==> src/include/mips_consts.svh <==
`ifndef MIPS_CONSTS_SVH
`define MIPS_CONSTS_SVH

`define MIPS_WORD_W       32
`define MIPS_REG_ADDR_W   5
`define MIPS_REG_NUM      32
`define MIPS_ALU_OP_W     4

// alu operation codes
`define MIPS_ALU_NOP      4'h0
`define MIPS_ALU_OR       4'h1
`define MIPS_ALU_AND      4'h2
`define MIPS_ALU_XOR      4'h3
`define MIPS_ALU_NOR      4'h4
`define MIPS_ALU_SLL      4'h5
`define MIPS_ALU_SRL      4'h6
`define MIPS_ALU_SRA      4'h7
`define MIPS_ALU_ADD      4'h8
`define MIPS_ALU_SUB      4'h9
`define MIPS_ALU_SLT      4'ha
`define MIPS_ALU_SLTU     4'hb

// primary opcodes
`define MIPS_OP_SPECIAL   6'b000000
`define MIPS_OP_ADDI      6'b001000
`define MIPS_OP_ADDIU     6'b001001
`define MIPS_OP_SLTI      6'b001010
`define MIPS_OP_SLTIU     6'b001011
`define MIPS_OP_ANDI      6'b001100
`define MIPS_OP_ORI       6'b001101
`define MIPS_OP_XORI      6'b001110
`define MIPS_OP_LUI       6'b001111

// function codes under SPECIAL
`define MIPS_FN_SLL       6'b000000
`define MIPS_FN_SRL       6'b000010
`define MIPS_FN_SRA       6'b000011
`define MIPS_FN_SLLV      6'b000100
`define MIPS_FN_SRLV      6'b000110
`define MIPS_FN_SRAV      6'b000111
`define MIPS_FN_ADD       6'b100000
`define MIPS_FN_ADDU      6'b100001
`define MIPS_FN_SUB       6'b100010
`define MIPS_FN_SUBU      6'b100011
`define MIPS_FN_AND       6'b100100
`define MIPS_FN_OR        6'b100101
`define MIPS_FN_XOR       6'b100110
`define MIPS_FN_NOR       6'b100111
`define MIPS_FN_SLT       6'b101010
`define MIPS_FN_SLTU      6'b101011

// sll r0, r0, 0
`define MIPS_NOP_INST     32'h0000_0000

`endif

==> src/logic/mips_pkg.sv <==
`include "mips_consts.svh"

package mips_pkg;

    typedef logic [`MIPS_WORD_W-1:0]     word_t;
    typedef logic [`MIPS_WORD_W-1:0]     inst_t;
    typedef logic [`MIPS_REG_ADDR_W-1:0] reg_addr_t;
    typedef logic [`MIPS_ALU_OP_W-1:0]   alu_op_t;

    // fetch to decode
    typedef struct packed {
        logic  valid;
        word_t pc;
        inst_t inst;
    } if_id_t;

    // output of the instruction decoder
    typedef struct packed {
        alu_op_t   alu_op;
        logic      reg1_read;
        logic      reg2_read;
        reg_addr_t reg1_addr;
        reg_addr_t reg2_addr;
        word_t     imm;
        reg_addr_t wd;
        logic      wreg;
    } decoded_t;

    // decode to execute with operands already resolved
    typedef struct packed {
        logic      valid;
        alu_op_t   alu_op;
        word_t     op1;
        word_t     op2;
        reg_addr_t wd;
        logic      wreg;
    } id_ex_t;

    // register write that also serves as a forwarding source
    typedef struct packed {
        logic      wreg;
        reg_addr_t wd;
        word_t     wdata;
    } wb_t;

endpackage

==> src/logic/decode_stage.sv <==
`timescale 1ns/1ps

module decode_stage (
    input  logic                clk,
    input  logic                rst_n_i,
    input  mips_pkg::if_id_t    if_id_i,
    output mips_pkg::reg_addr_t rf_raddr1_o,
    output mips_pkg::reg_addr_t rf_raddr2_o,
    input  mips_pkg::word_t     rf_rdata1_i,
    input  mips_pkg::word_t     rf_rdata2_i,
    input  mips_pkg::wb_t       ex_fwd_i,
    input  mips_pkg::wb_t       wb_fwd_i,
    output mips_pkg::id_ex_t    id_ex_o
);
    import mips_pkg::*;

    decoded_t  dec;
    word_t     op1;
    word_t     op2;
    logic      valid_q;
    logic      wreg_q;
    alu_op_t   alu_op_q;
    word_t     op1_q;
    word_t     op2_q;
    reg_addr_t wd_q;

    // execute result wins over writeback and both win over the register file
    function automatic word_t pick_operand(
        input logic      rd_en,
        input reg_addr_t addr,
        input word_t     rf_word,
        input word_t     imm,
        input wb_t       ex_fwd,
        input wb_t       wb_fwd
    );
        word_t res;
        if (!rd_en) begin
            res = imm;
        end else if (ex_fwd.wreg && (ex_fwd.wd == addr)) begin
            res = ex_fwd.wdata;
        end else if (wb_fwd.wreg && (wb_fwd.wd == addr)) begin
            res = wb_fwd.wdata;
        end else begin
            res = rf_word;
        end
        return res;
    endfunction

    inst_decoder u_inst_decoder (
        .inst_i    (if_id_i.inst),
        .decoded_o (dec)
    );

    assign rf_raddr1_o = dec.reg1_addr;
    assign rf_raddr2_o = dec.reg2_addr;

    assign op1 = pick_operand(dec.reg1_read, dec.reg1_addr, rf_rdata1_i, dec.imm,
                              ex_fwd_i, wb_fwd_i);
    assign op2 = pick_operand(dec.reg2_read, dec.reg2_addr, rf_rdata2_i, dec.imm,
                              ex_fwd_i, wb_fwd_i);

    always_ff @(posedge clk or negedge rst_n_i) begin
        if (!rst_n_i) begin
            valid_q <= 1'b0;
            wreg_q  <= 1'b0;
        end else begin
            valid_q <= if_id_i.valid;
            wreg_q  <= if_id_i.valid & dec.wreg;
        end
    end

    always_ff @(posedge clk) begin
        alu_op_q <= dec.alu_op;
        op1_q    <= op1;
        op2_q    <= op2;
        wd_q     <= dec.wd;
    end

    assign id_ex_o = '{valid: valid_q, alu_op: alu_op_q, op1: op1_q, op2: op2_q,
                       wd: wd_q, wreg: wreg_q};

endmodule

==> src/logic/execute_stage.sv <==
`timescale 1ns/1ps

`include "mips_consts.svh"

module execute_stage (
    input  logic              clk,
    input  logic              rst_n_i,
    input  mips_pkg::id_ex_t  id_ex_i,
    output mips_pkg::wb_t     ex_fwd_o,
    output mips_pkg::wb_t     wb_res_o
);
    import mips_pkg::*;

    word_t      op1;
    word_t      op2;
    logic [4:0] sa;
    word_t      result;
    logic       wreg_q;
    reg_addr_t  wd_q;
    word_t      wdata_q;

    assign op1 = id_ex_i.op1;
    assign op2 = id_ex_i.op2;
    // shift amount always from op1
    assign sa  = op1[4:0];

    always_comb begin
        case (id_ex_i.alu_op)
            `MIPS_ALU_OR:   result = op1 | op2;
            `MIPS_ALU_AND:  result = op1 & op2;
            `MIPS_ALU_XOR:  result = op1 ^ op2;
            `MIPS_ALU_NOR:  result = ~(op1 | op2);
            `MIPS_ALU_SLL:  result = op2 << sa;
            `MIPS_ALU_SRL:  result = op2 >> sa;
            `MIPS_ALU_SRA:  result = word_t'($signed(op2) >>> sa);
            `MIPS_ALU_ADD:  result = op1 + op2;
            `MIPS_ALU_SUB:  result = op1 - op2;
            `MIPS_ALU_SLT:  result = {31'd0, $signed(op1) < $signed(op2)};
            `MIPS_ALU_SLTU: result = {31'd0, op1 < op2};
            default:        result = '0;
        endcase
    end

    // bubbles never forward or commit
    assign ex_fwd_o = '{wreg: id_ex_i.valid & id_ex_i.wreg, wd: id_ex_i.wd, wdata: result};

    always_ff @(posedge clk or negedge rst_n_i) begin
        if (!rst_n_i) begin
            wreg_q <= 1'b0;
        end else begin
            wreg_q <= ex_fwd_o.wreg;
        end
    end

    always_ff @(posedge clk) begin
        wd_q    <= ex_fwd_o.wd;
        wdata_q <= ex_fwd_o.wdata;
    end

    assign wb_res_o = '{wreg: wreg_q, wd: wd_q, wdata: wdata_q};

endmodule

==> src/logic/fetch_stage.sv <==
`timescale 1ns/1ps

module fetch_stage (
    input  logic             clk,
    input  logic             rst_n_i,
    output logic             wb_cyc_o,
    output logic             wb_stb_o,
    output mips_pkg::word_t  wb_adr_o,
    input  mips_pkg::inst_t  wb_dat_i,
    input  logic             wb_ack_i,
    output mips_pkg::if_id_t if_id_o
);
    import mips_pkg::*;

    logic  req_q;
    word_t pc_q;
    logic  valid_q;
    word_t inst_pc_q;
    inst_t inst_q;
    logic  xfer_done;

    // read request stays up for the whole run
    assign wb_cyc_o = req_q;
    assign wb_stb_o = req_q;
    assign wb_adr_o = pc_q;

    assign xfer_done = req_q & wb_ack_i;

    always_ff @(posedge clk or negedge rst_n_i) begin
        if (!rst_n_i) begin
            req_q   <= 1'b0;
            pc_q    <= '0;
            valid_q <= 1'b0;
        end else begin
            req_q   <= 1'b1;
            // a wait state becomes a bubble
            valid_q <= xfer_done;
            if (xfer_done) begin
                pc_q <= pc_q + 32'd4;
            end
        end
    end

    always_ff @(posedge clk) begin
        if (xfer_done) begin
            inst_pc_q <= pc_q;
            inst_q    <= wb_dat_i;
        end
    end

    assign if_id_o = '{valid: valid_q, pc: inst_pc_q, inst: inst_q};

endmodule

==> src/logic/inst_decoder.sv <==
`timescale 1ns/1ps

`include "mips_consts.svh"

module inst_decoder (
    input  mips_pkg::inst_t    inst_i,
    output mips_pkg::decoded_t decoded_o
);
    import mips_pkg::*;

    logic [5:0]  opcode;
    logic [5:0]  funct;
    reg_addr_t   rs;
    reg_addr_t   rt;
    reg_addr_t   rd;
    logic [4:0]  shamt;
    logic [15:0] imm16;
    logic        known;
    decoded_t    dec;

    assign opcode = inst_i[31:26];
    assign rs     = inst_i[25:21];
    assign rt     = inst_i[20:16];
    assign rd     = inst_i[15:11];
    assign shamt  = inst_i[10:6];
    assign funct  = inst_i[5:0];
    assign imm16  = inst_i[15:0];

    always_comb begin
        known         = 1'b0;
        dec.alu_op    = `MIPS_ALU_NOP;
        dec.reg1_read = 1'b0;
        dec.reg2_read = 1'b0;
        dec.reg1_addr = rs;
        dec.reg2_addr = rt;
        dec.imm       = '0;
        dec.wd        = rd;
        dec.wreg      = 1'b0;

        case (opcode)
            `MIPS_OP_SPECIAL: begin
                case (funct)
                    `MIPS_FN_SLL, `MIPS_FN_SRL, `MIPS_FN_SRA: begin
                        // fixed shift takes its amount as op1
                        known         = (rs == 5'd0);
                        dec.reg2_read = 1'b1;
                        dec.imm       = {27'd0, shamt};
                    end
                    default: begin
                        known         = (shamt == 5'd0);
                        dec.reg1_read = 1'b1;
                        dec.reg2_read = 1'b1;
                    end
                endcase

                case (funct)
                    `MIPS_FN_OR:                   dec.alu_op = `MIPS_ALU_OR;
                    `MIPS_FN_AND:                  dec.alu_op = `MIPS_ALU_AND;
                    `MIPS_FN_XOR:                  dec.alu_op = `MIPS_ALU_XOR;
                    `MIPS_FN_NOR:                  dec.alu_op = `MIPS_ALU_NOR;
                    `MIPS_FN_SLL, `MIPS_FN_SLLV:   dec.alu_op = `MIPS_ALU_SLL;
                    `MIPS_FN_SRL, `MIPS_FN_SRLV:   dec.alu_op = `MIPS_ALU_SRL;
                    `MIPS_FN_SRA, `MIPS_FN_SRAV:   dec.alu_op = `MIPS_ALU_SRA;
                    // add behaves as addu without an overflow trap
                    `MIPS_FN_ADD, `MIPS_FN_ADDU:   dec.alu_op = `MIPS_ALU_ADD;
                    `MIPS_FN_SUB, `MIPS_FN_SUBU:   dec.alu_op = `MIPS_ALU_SUB;
                    `MIPS_FN_SLT:                  dec.alu_op = `MIPS_ALU_SLT;
                    `MIPS_FN_SLTU:                 dec.alu_op = `MIPS_ALU_SLTU;
                    default:                       known      = 1'b0;
                endcase
            end
            `MIPS_OP_ORI, `MIPS_OP_ANDI, `MIPS_OP_XORI: begin
                known         = 1'b1;
                dec.reg1_read = 1'b1;
                dec.imm       = {16'h0000, imm16};
                dec.wd        = rt;
                case (opcode)
                    `MIPS_OP_ORI:  dec.alu_op = `MIPS_ALU_OR;
                    `MIPS_OP_ANDI: dec.alu_op = `MIPS_ALU_AND;
                    default:       dec.alu_op = `MIPS_ALU_XOR;
                endcase
            end
            `MIPS_OP_LUI: begin
                // imm on both operands so the or passes it through
                known      = 1'b1;
                dec.alu_op = `MIPS_ALU_OR;
                dec.imm    = {imm16, 16'h0000};
                dec.wd     = rt;
            end
            `MIPS_OP_ADDI, `MIPS_OP_ADDIU, `MIPS_OP_SLTI, `MIPS_OP_SLTIU: begin
                known         = 1'b1;
                dec.reg1_read = 1'b1;
                dec.imm       = {{16{imm16[15]}}, imm16};
                dec.wd        = rt;
                case (opcode)
                    `MIPS_OP_SLTI:  dec.alu_op = `MIPS_ALU_SLT;
                    `MIPS_OP_SLTIU: dec.alu_op = `MIPS_ALU_SLTU;
                    default:        dec.alu_op = `MIPS_ALU_ADD;
                endcase
            end
            default: begin
                known = 1'b0;
            end
        endcase

        // writes to r0 are dropped here
        dec.wreg = known && (dec.wd != 5'd0);
    end

    assign decoded_o = dec;

endmodule

==> src/logic/mips_core_top.sv <==
`timescale 1ns/1ps

module mips_core_top (
    input  logic                clk,
    input  logic                rst_n_i,
    output logic                wb_cyc_o,
    output logic                wb_stb_o,
    output mips_pkg::word_t     wb_adr_o,
    input  mips_pkg::inst_t     wb_dat_i,
    input  logic                wb_ack_i,
    output logic                commit_we_o,
    output mips_pkg::reg_addr_t commit_addr_o,
    output mips_pkg::word_t     commit_data_o
);
    import mips_pkg::*;

    if_id_t    if_id;
    id_ex_t    id_ex;
    wb_t       ex_fwd;
    wb_t       wb_res;
    reg_addr_t rf_raddr1;
    reg_addr_t rf_raddr2;
    word_t     rf_rdata1;
    word_t     rf_rdata2;

    fetch_stage u_fetch_stage (
        .clk      (clk),
        .rst_n_i  (rst_n_i),
        .wb_cyc_o (wb_cyc_o),
        .wb_stb_o (wb_stb_o),
        .wb_adr_o (wb_adr_o),
        .wb_dat_i (wb_dat_i),
        .wb_ack_i (wb_ack_i),
        .if_id_o  (if_id)
    );

    decode_stage u_decode_stage (
        .clk         (clk),
        .rst_n_i     (rst_n_i),
        .if_id_i     (if_id),
        .rf_raddr1_o (rf_raddr1),
        .rf_raddr2_o (rf_raddr2),
        .rf_rdata1_i (rf_rdata1),
        .rf_rdata2_i (rf_rdata2),
        .ex_fwd_i    (ex_fwd),
        .wb_fwd_i    (wb_res),
        .id_ex_o     (id_ex)
    );

    reg_file u_reg_file (
        .clk      (clk),
        .rst_n_i  (rst_n_i),
        .raddr1_i (rf_raddr1),
        .raddr2_i (rf_raddr2),
        .rdata1_o (rf_rdata1),
        .rdata2_o (rf_rdata2),
        .wr_i     (wb_res)
    );

    execute_stage u_execute_stage (
        .clk      (clk),
        .rst_n_i  (rst_n_i),
        .id_ex_i  (id_ex),
        .ex_fwd_o (ex_fwd),
        .wb_res_o (wb_res)
    );

    // every register write is a commit
    assign commit_we_o   = wb_res.wreg;
    assign commit_addr_o = wb_res.wd;
    assign commit_data_o = wb_res.wdata;

endmodule

==> src/logic/reg_file.sv <==
`timescale 1ns/1ps

`include "mips_consts.svh"

module reg_file (
    input  logic                clk,
    input  logic                rst_n_i,
    input  mips_pkg::reg_addr_t raddr1_i,
    input  mips_pkg::reg_addr_t raddr2_i,
    output mips_pkg::word_t     rdata1_o,
    output mips_pkg::word_t     rdata2_o,
    input  mips_pkg::wb_t       wr_i
);
    import mips_pkg::*;

    // r0 has no storage
    word_t regs [1:`MIPS_REG_NUM-1];

    always_ff @(posedge clk or negedge rst_n_i) begin
        if (!rst_n_i) begin
            for (int i = 1; i < `MIPS_REG_NUM; i++) begin
                regs[i] <= '0;
            end
        end else if (wr_i.wreg && (wr_i.wd != 5'd0)) begin
            regs[wr_i.wd] <= wr_i.wdata;
        end
    end

    assign rdata1_o = (raddr1_i == 5'd0) ? '0 : regs[raddr1_i];
    assign rdata2_o = (raddr2_i == 5'd0) ? '0 : regs[raddr2_i];

endmodule

==> config.mk <==
export PLATFORM = sky130hd
export DESIGN_NAME = mips_core_top
export DESIGN_NICKNAME = d
export VERILOG_FILES = /design/src/logic/mips_pkg.sv /design/src/logic/decode_stage.sv /design/src/logic/execute_stage.sv /design/src/logic/fetch_stage.sv /design/src/logic/inst_decoder.sv /design/src/logic/mips_core_top.sv /design/src/logic/reg_file.sv
export VERILOG_INCLUDE_DIRS = /design/src /design/src/include
export SDC_FILE = /design/constraint.sdc
export NUM_CORES = 2
export LEC_CHECK = 0
export ABC_CLOCK_PERIOD_IN_PS = 3880
export BUFFER_PORTS_ARGS = -buffer_cell sky130_fd_sc_hd__buf_4
export CORE_UTILIZATION = 50
export DETAILED_ROUTE_END_ITERATION = 7
export PLACE_DENSITY = 0.68
export SLEW_MARGIN = 15
export SYNTH_ARGS = -nofsm -noshare
export SYNTH_HDL_FRONTEND = slang
export SYNTH_HIERARCHICAL = 1
export SYNTH_SLANG_ARGS = --single-unit
export TNS_END_PERCENT = 5
==> constraint.sdc <==
create_clock -name clk -period 3.88 [get_ports clk]
set_input_delay 0 -clock clk [delete_from_list [all_inputs] [get_ports clk]]
set_output_delay 0 -clock clk [all_outputs]
set_load 0.02 [all_outputs]
==> summary.txt <==
Logic synthesis
  • Synthesis Warnings: 6
  • Mean instance size in the synthesized netlist: ~12 um^2
  • Combined area of all synthesized cells: around 70,000 um^2
  • Cell count after synthesis: 5,737

Timing
  • Final hold violation count: 0
  • Worst rel slew slack: 0.171
  • Portion of the clock cycle consumed by the worst path in the final layout: 0.977
  • Highest clock rate: 264 MHz
  • Clk_skew: 39.5 ps
  • Pin slew with the least headroom to its limit: 1240 ps
  • Max Transition Viols Final: 0
  • Clock period minus final worst setup slack: about 3800 ps
  • Endpoints failing setup: 0
  • Min setup slack post-route: about 89 ps
  • Total Neg Setup Slack: 0 ps

Worst setup path
  • Standard cell with the maximum stage delay on the critical path: mux4_2
  • Largest stage delay on the critical path: roughly 600 ps
  • Crit Path Class: reg -> reg
  • WP data arrival: around 4500 ps
  • CP Max Fanout: 63
  • Worst path buffer plus inverter count: 1
  • Endpoint type of the worst setup path: flop
  • CP required: about 4600 ps
  • Startpoint types: flop
  • Cell family with the largest share of critical-path delay: compound AO/OA/AOI/OAI gates
  • Chain of cells forming the critical path: buf_4, mux4_2, mux2i_1, o21ai_0, a2111oi_0, o21ai_0, a31oi_1, a31oi_1, nand2b_1, a31o_2

Routing
  • Routed wire length: roughly 250 mm
  • Detailed-route via count: 53,300
  • Average wire per cell in the routed design: ~32 um
  • Antenna viol nets, final: 0
  • DRC errors left: 1
  • Vias per inst: approximately 7
  • Number of detailed-route iterations in the first pass: 8
  • Violation count after the first detailed-routing iteration: about 6,400

Placed design
  • Post-detailed-placement half-perimeter wirelength: 167 mm
  • Gp weighted congestion: ~1.0
  • I/O Buffers: between 100 and 150
  • Placement-stage cell area: between 70,000 and 80,000 um^2
  • Setup WS pre-CTS: -119 ps

CTS
  • Clock buffer count from CTS: about 140
  • Clock transition at path regs: roughly 60 ps
  • Post-CTS setup repair buffer count: 0
  • Cell chosen for the clock root: clkbuf_16
  • Number of clock sinks: ~1,200
  • H-tree depth: 4
  • Clock tree from TritonCTS: yes
  • Clock latency at the later pin of the worst-skew pair: 800 ps
  • Largest buffer count on any clock path: 3

Layout
  • Final instance area: a little under 80,000 um^2
  • Nets@finish: 6,013
  • Core utilization of the finished layout: 0.576
  • Fraction of layout cells with a size suffix above 1: 0.377
  • Signed area change from the synthesized netlist to the final layout: 14.1%

Job
  • Number of max-capacitance violations reported: 0

Floorplanning
  • Placeable core region: between 100,000 and 150,000 um^2
  • Io pins: 107
  • Initial Util: 0.505
  • Vertical die dimension: between 300 and 400 um
  • Overall die area: approximately 140,000 um^2
  • Die width: 375 um
  • Row count: ~140

GRT
  • GRT Max-Usage Layer: met2
  • GRT Residual Overflow: 0
  • Wire length of the first global-routing pass: approximately 360 mm
  • Number of antenna violations at the first check in global routing: 13
  • Global routing met2 resource utilization: 0.532
  • Vias in the first global route: about 53,000
  • Aggregate global-route resource usage: 0.352
  • Pin count of the biggest net entering global routing: 115
  • GR Layer Usage met3: 0.0886
  • Global-route track usage on met1: 0.472

Outcome
  • Result of the run: finished with violations
  • Violated checks: DRC

Power and ir drop
  • Power per cell area: between 300 and 400 nW/um^2
  • Power after layout: between 20,000 and 30,000 uW
  • Worst vdd ir: around 330 uV
  • Static leakage: 0.0358 uW

Hold path
  • Class of the most critical hold timing path: in -> async
==> cell usage in the layout, fill, tap and decap left out, drive strengths merged, types with 48 or more instances in the layout <==
| cell type | n |
|---|---|
| nand3 | 74 |
| a21oi | 127 |
| dfxtp | 110 |
| mux4 | 393 |
| o21ai | 148 |
| dfrtp | 1027 |
| nand2 | 239 |
| buf | 514 |
| xnor2 | 59 |
| a2111oi | 48 |
| nand2b | 105 |
| o22ai | 113 |
| and2 | 55 |
| a221o | 97 |
| nor2 | 223 |
| dlygate4sd3 | 66 |
| clkbuf | 199 |
| nor2b | 121 |
| a211oi | 98 |
| a31o | 67 |
| mux2i | 305 |
| inv | 114 |
| ha | 101 |
| mux2 | 1042 |
==> per-layer routing <==
layer | up-vias | share of wire
met5 | - | 0.00055
met4 | 16 | 0.055
met3 | 696 | 0.097
met2 | 2880 | 0.45
met1 | 27800 | 0.40
li1 | 21900 | -
==> worst paths after layout <==
check                      slack (ps)                       startpoint  cells after the start                                endpoint
min                                80                          rst_n_i                      3  u_fetch_stage/wb_adr_o[30]$_DFFE_PN0P_
max                                90  u_decode_stage/op1_q[1]$_DFF_P_                     10        u_decode_stage/op2_q[31]$_DFF_P_
min reg2reg                       370  u_fetch_stage/valid_q$_DFF_PN0_                      0        u_decode_stage/valid_q$_DFF_PN0_
min in group clk                  290                         wb_ack_i                      5   u_fetch_stage/wb_adr_o[5]$_DFFE_PN0P_
max in group asynchronous        3110                          rst_n_i                      3        u_reg_file/regs[445]$_DFFE_PN0P_
max reg2reg                        90  u_decode_stage/op1_q[1]$_DFF_P_                     10        u_decode_stage/op2_q[31]$_DFF_P_
==> registers in the layout, indices dropped and copies added, names as in the netlist, 4 cells and up <==
register	count
u_execute_stage/wd_q	5
u_decode_stage/wd_q	5
u_execute_stage/wdata_q	32
u_decode_stage/alu_op_q	4
u_decode_stage/op2_q	32
u_decode_stage/op1_q	32
u_fetch_stage/wb_adr_o	30
u_reg_file/regs	992
u_fetch_stage/inst_q	32
==> power breakdown <==
| group | internal, uW | leakage [uW] | switching, uW | total (uW) |
|---|---|---|---|---|
| Clock | 7750 | 0.00221 | 5360 | 13100 |
| Combinational | 811 | 0.0181 | 1430 | 2240 |
| Sequential | 12300 | 0.0155 | 147 | 12400 |
==> worst reg2reg max path, stage by stage, from the launching register on <==
cell and delay [ps]:
dfxtp_2 380, buf_4 570, mux4_2 660, mux2i_1 230
o21ai_0 110, a2111oi_0 550, o21ai_0 350, a31oi_1 240
a31oi_1 150, nand2b_1 190, a31o_2 250
==> stage by stage <==
step	instances	hold WS, ps
6_report	7775	79.8
5_1_grt	7769	72.7
4_1_cts	7769	35.1
3_5_place_dp	7464	121
3_3_place_gp	7462	114
2_1_floorplan	5738	-296
==> final cells by class <==
type                       instances  area (um^2)
sequential                      1169        28900
inverter                         108          407
clock buffer                     199         3950
multi-input combinational       3880        37900
antenna                            6         15.0
timing repair buffer             580         5400
clock inverter                    39          593
tap                             1794         2240
fill                           11200        58400
==> timing repair <==
| action | CTS | global route |
|---|---|---|
| endpoints found under the setup margin | 4 | 19 |
| pin swaps | 0 | 3 |
| endpoints found under the hold margin | 469 | 0 |
| gates resized for setup | 3 | 17 |
| hold buffers | 67 | 0 |
Note: power is estimated with default switching activity, not from simulation.
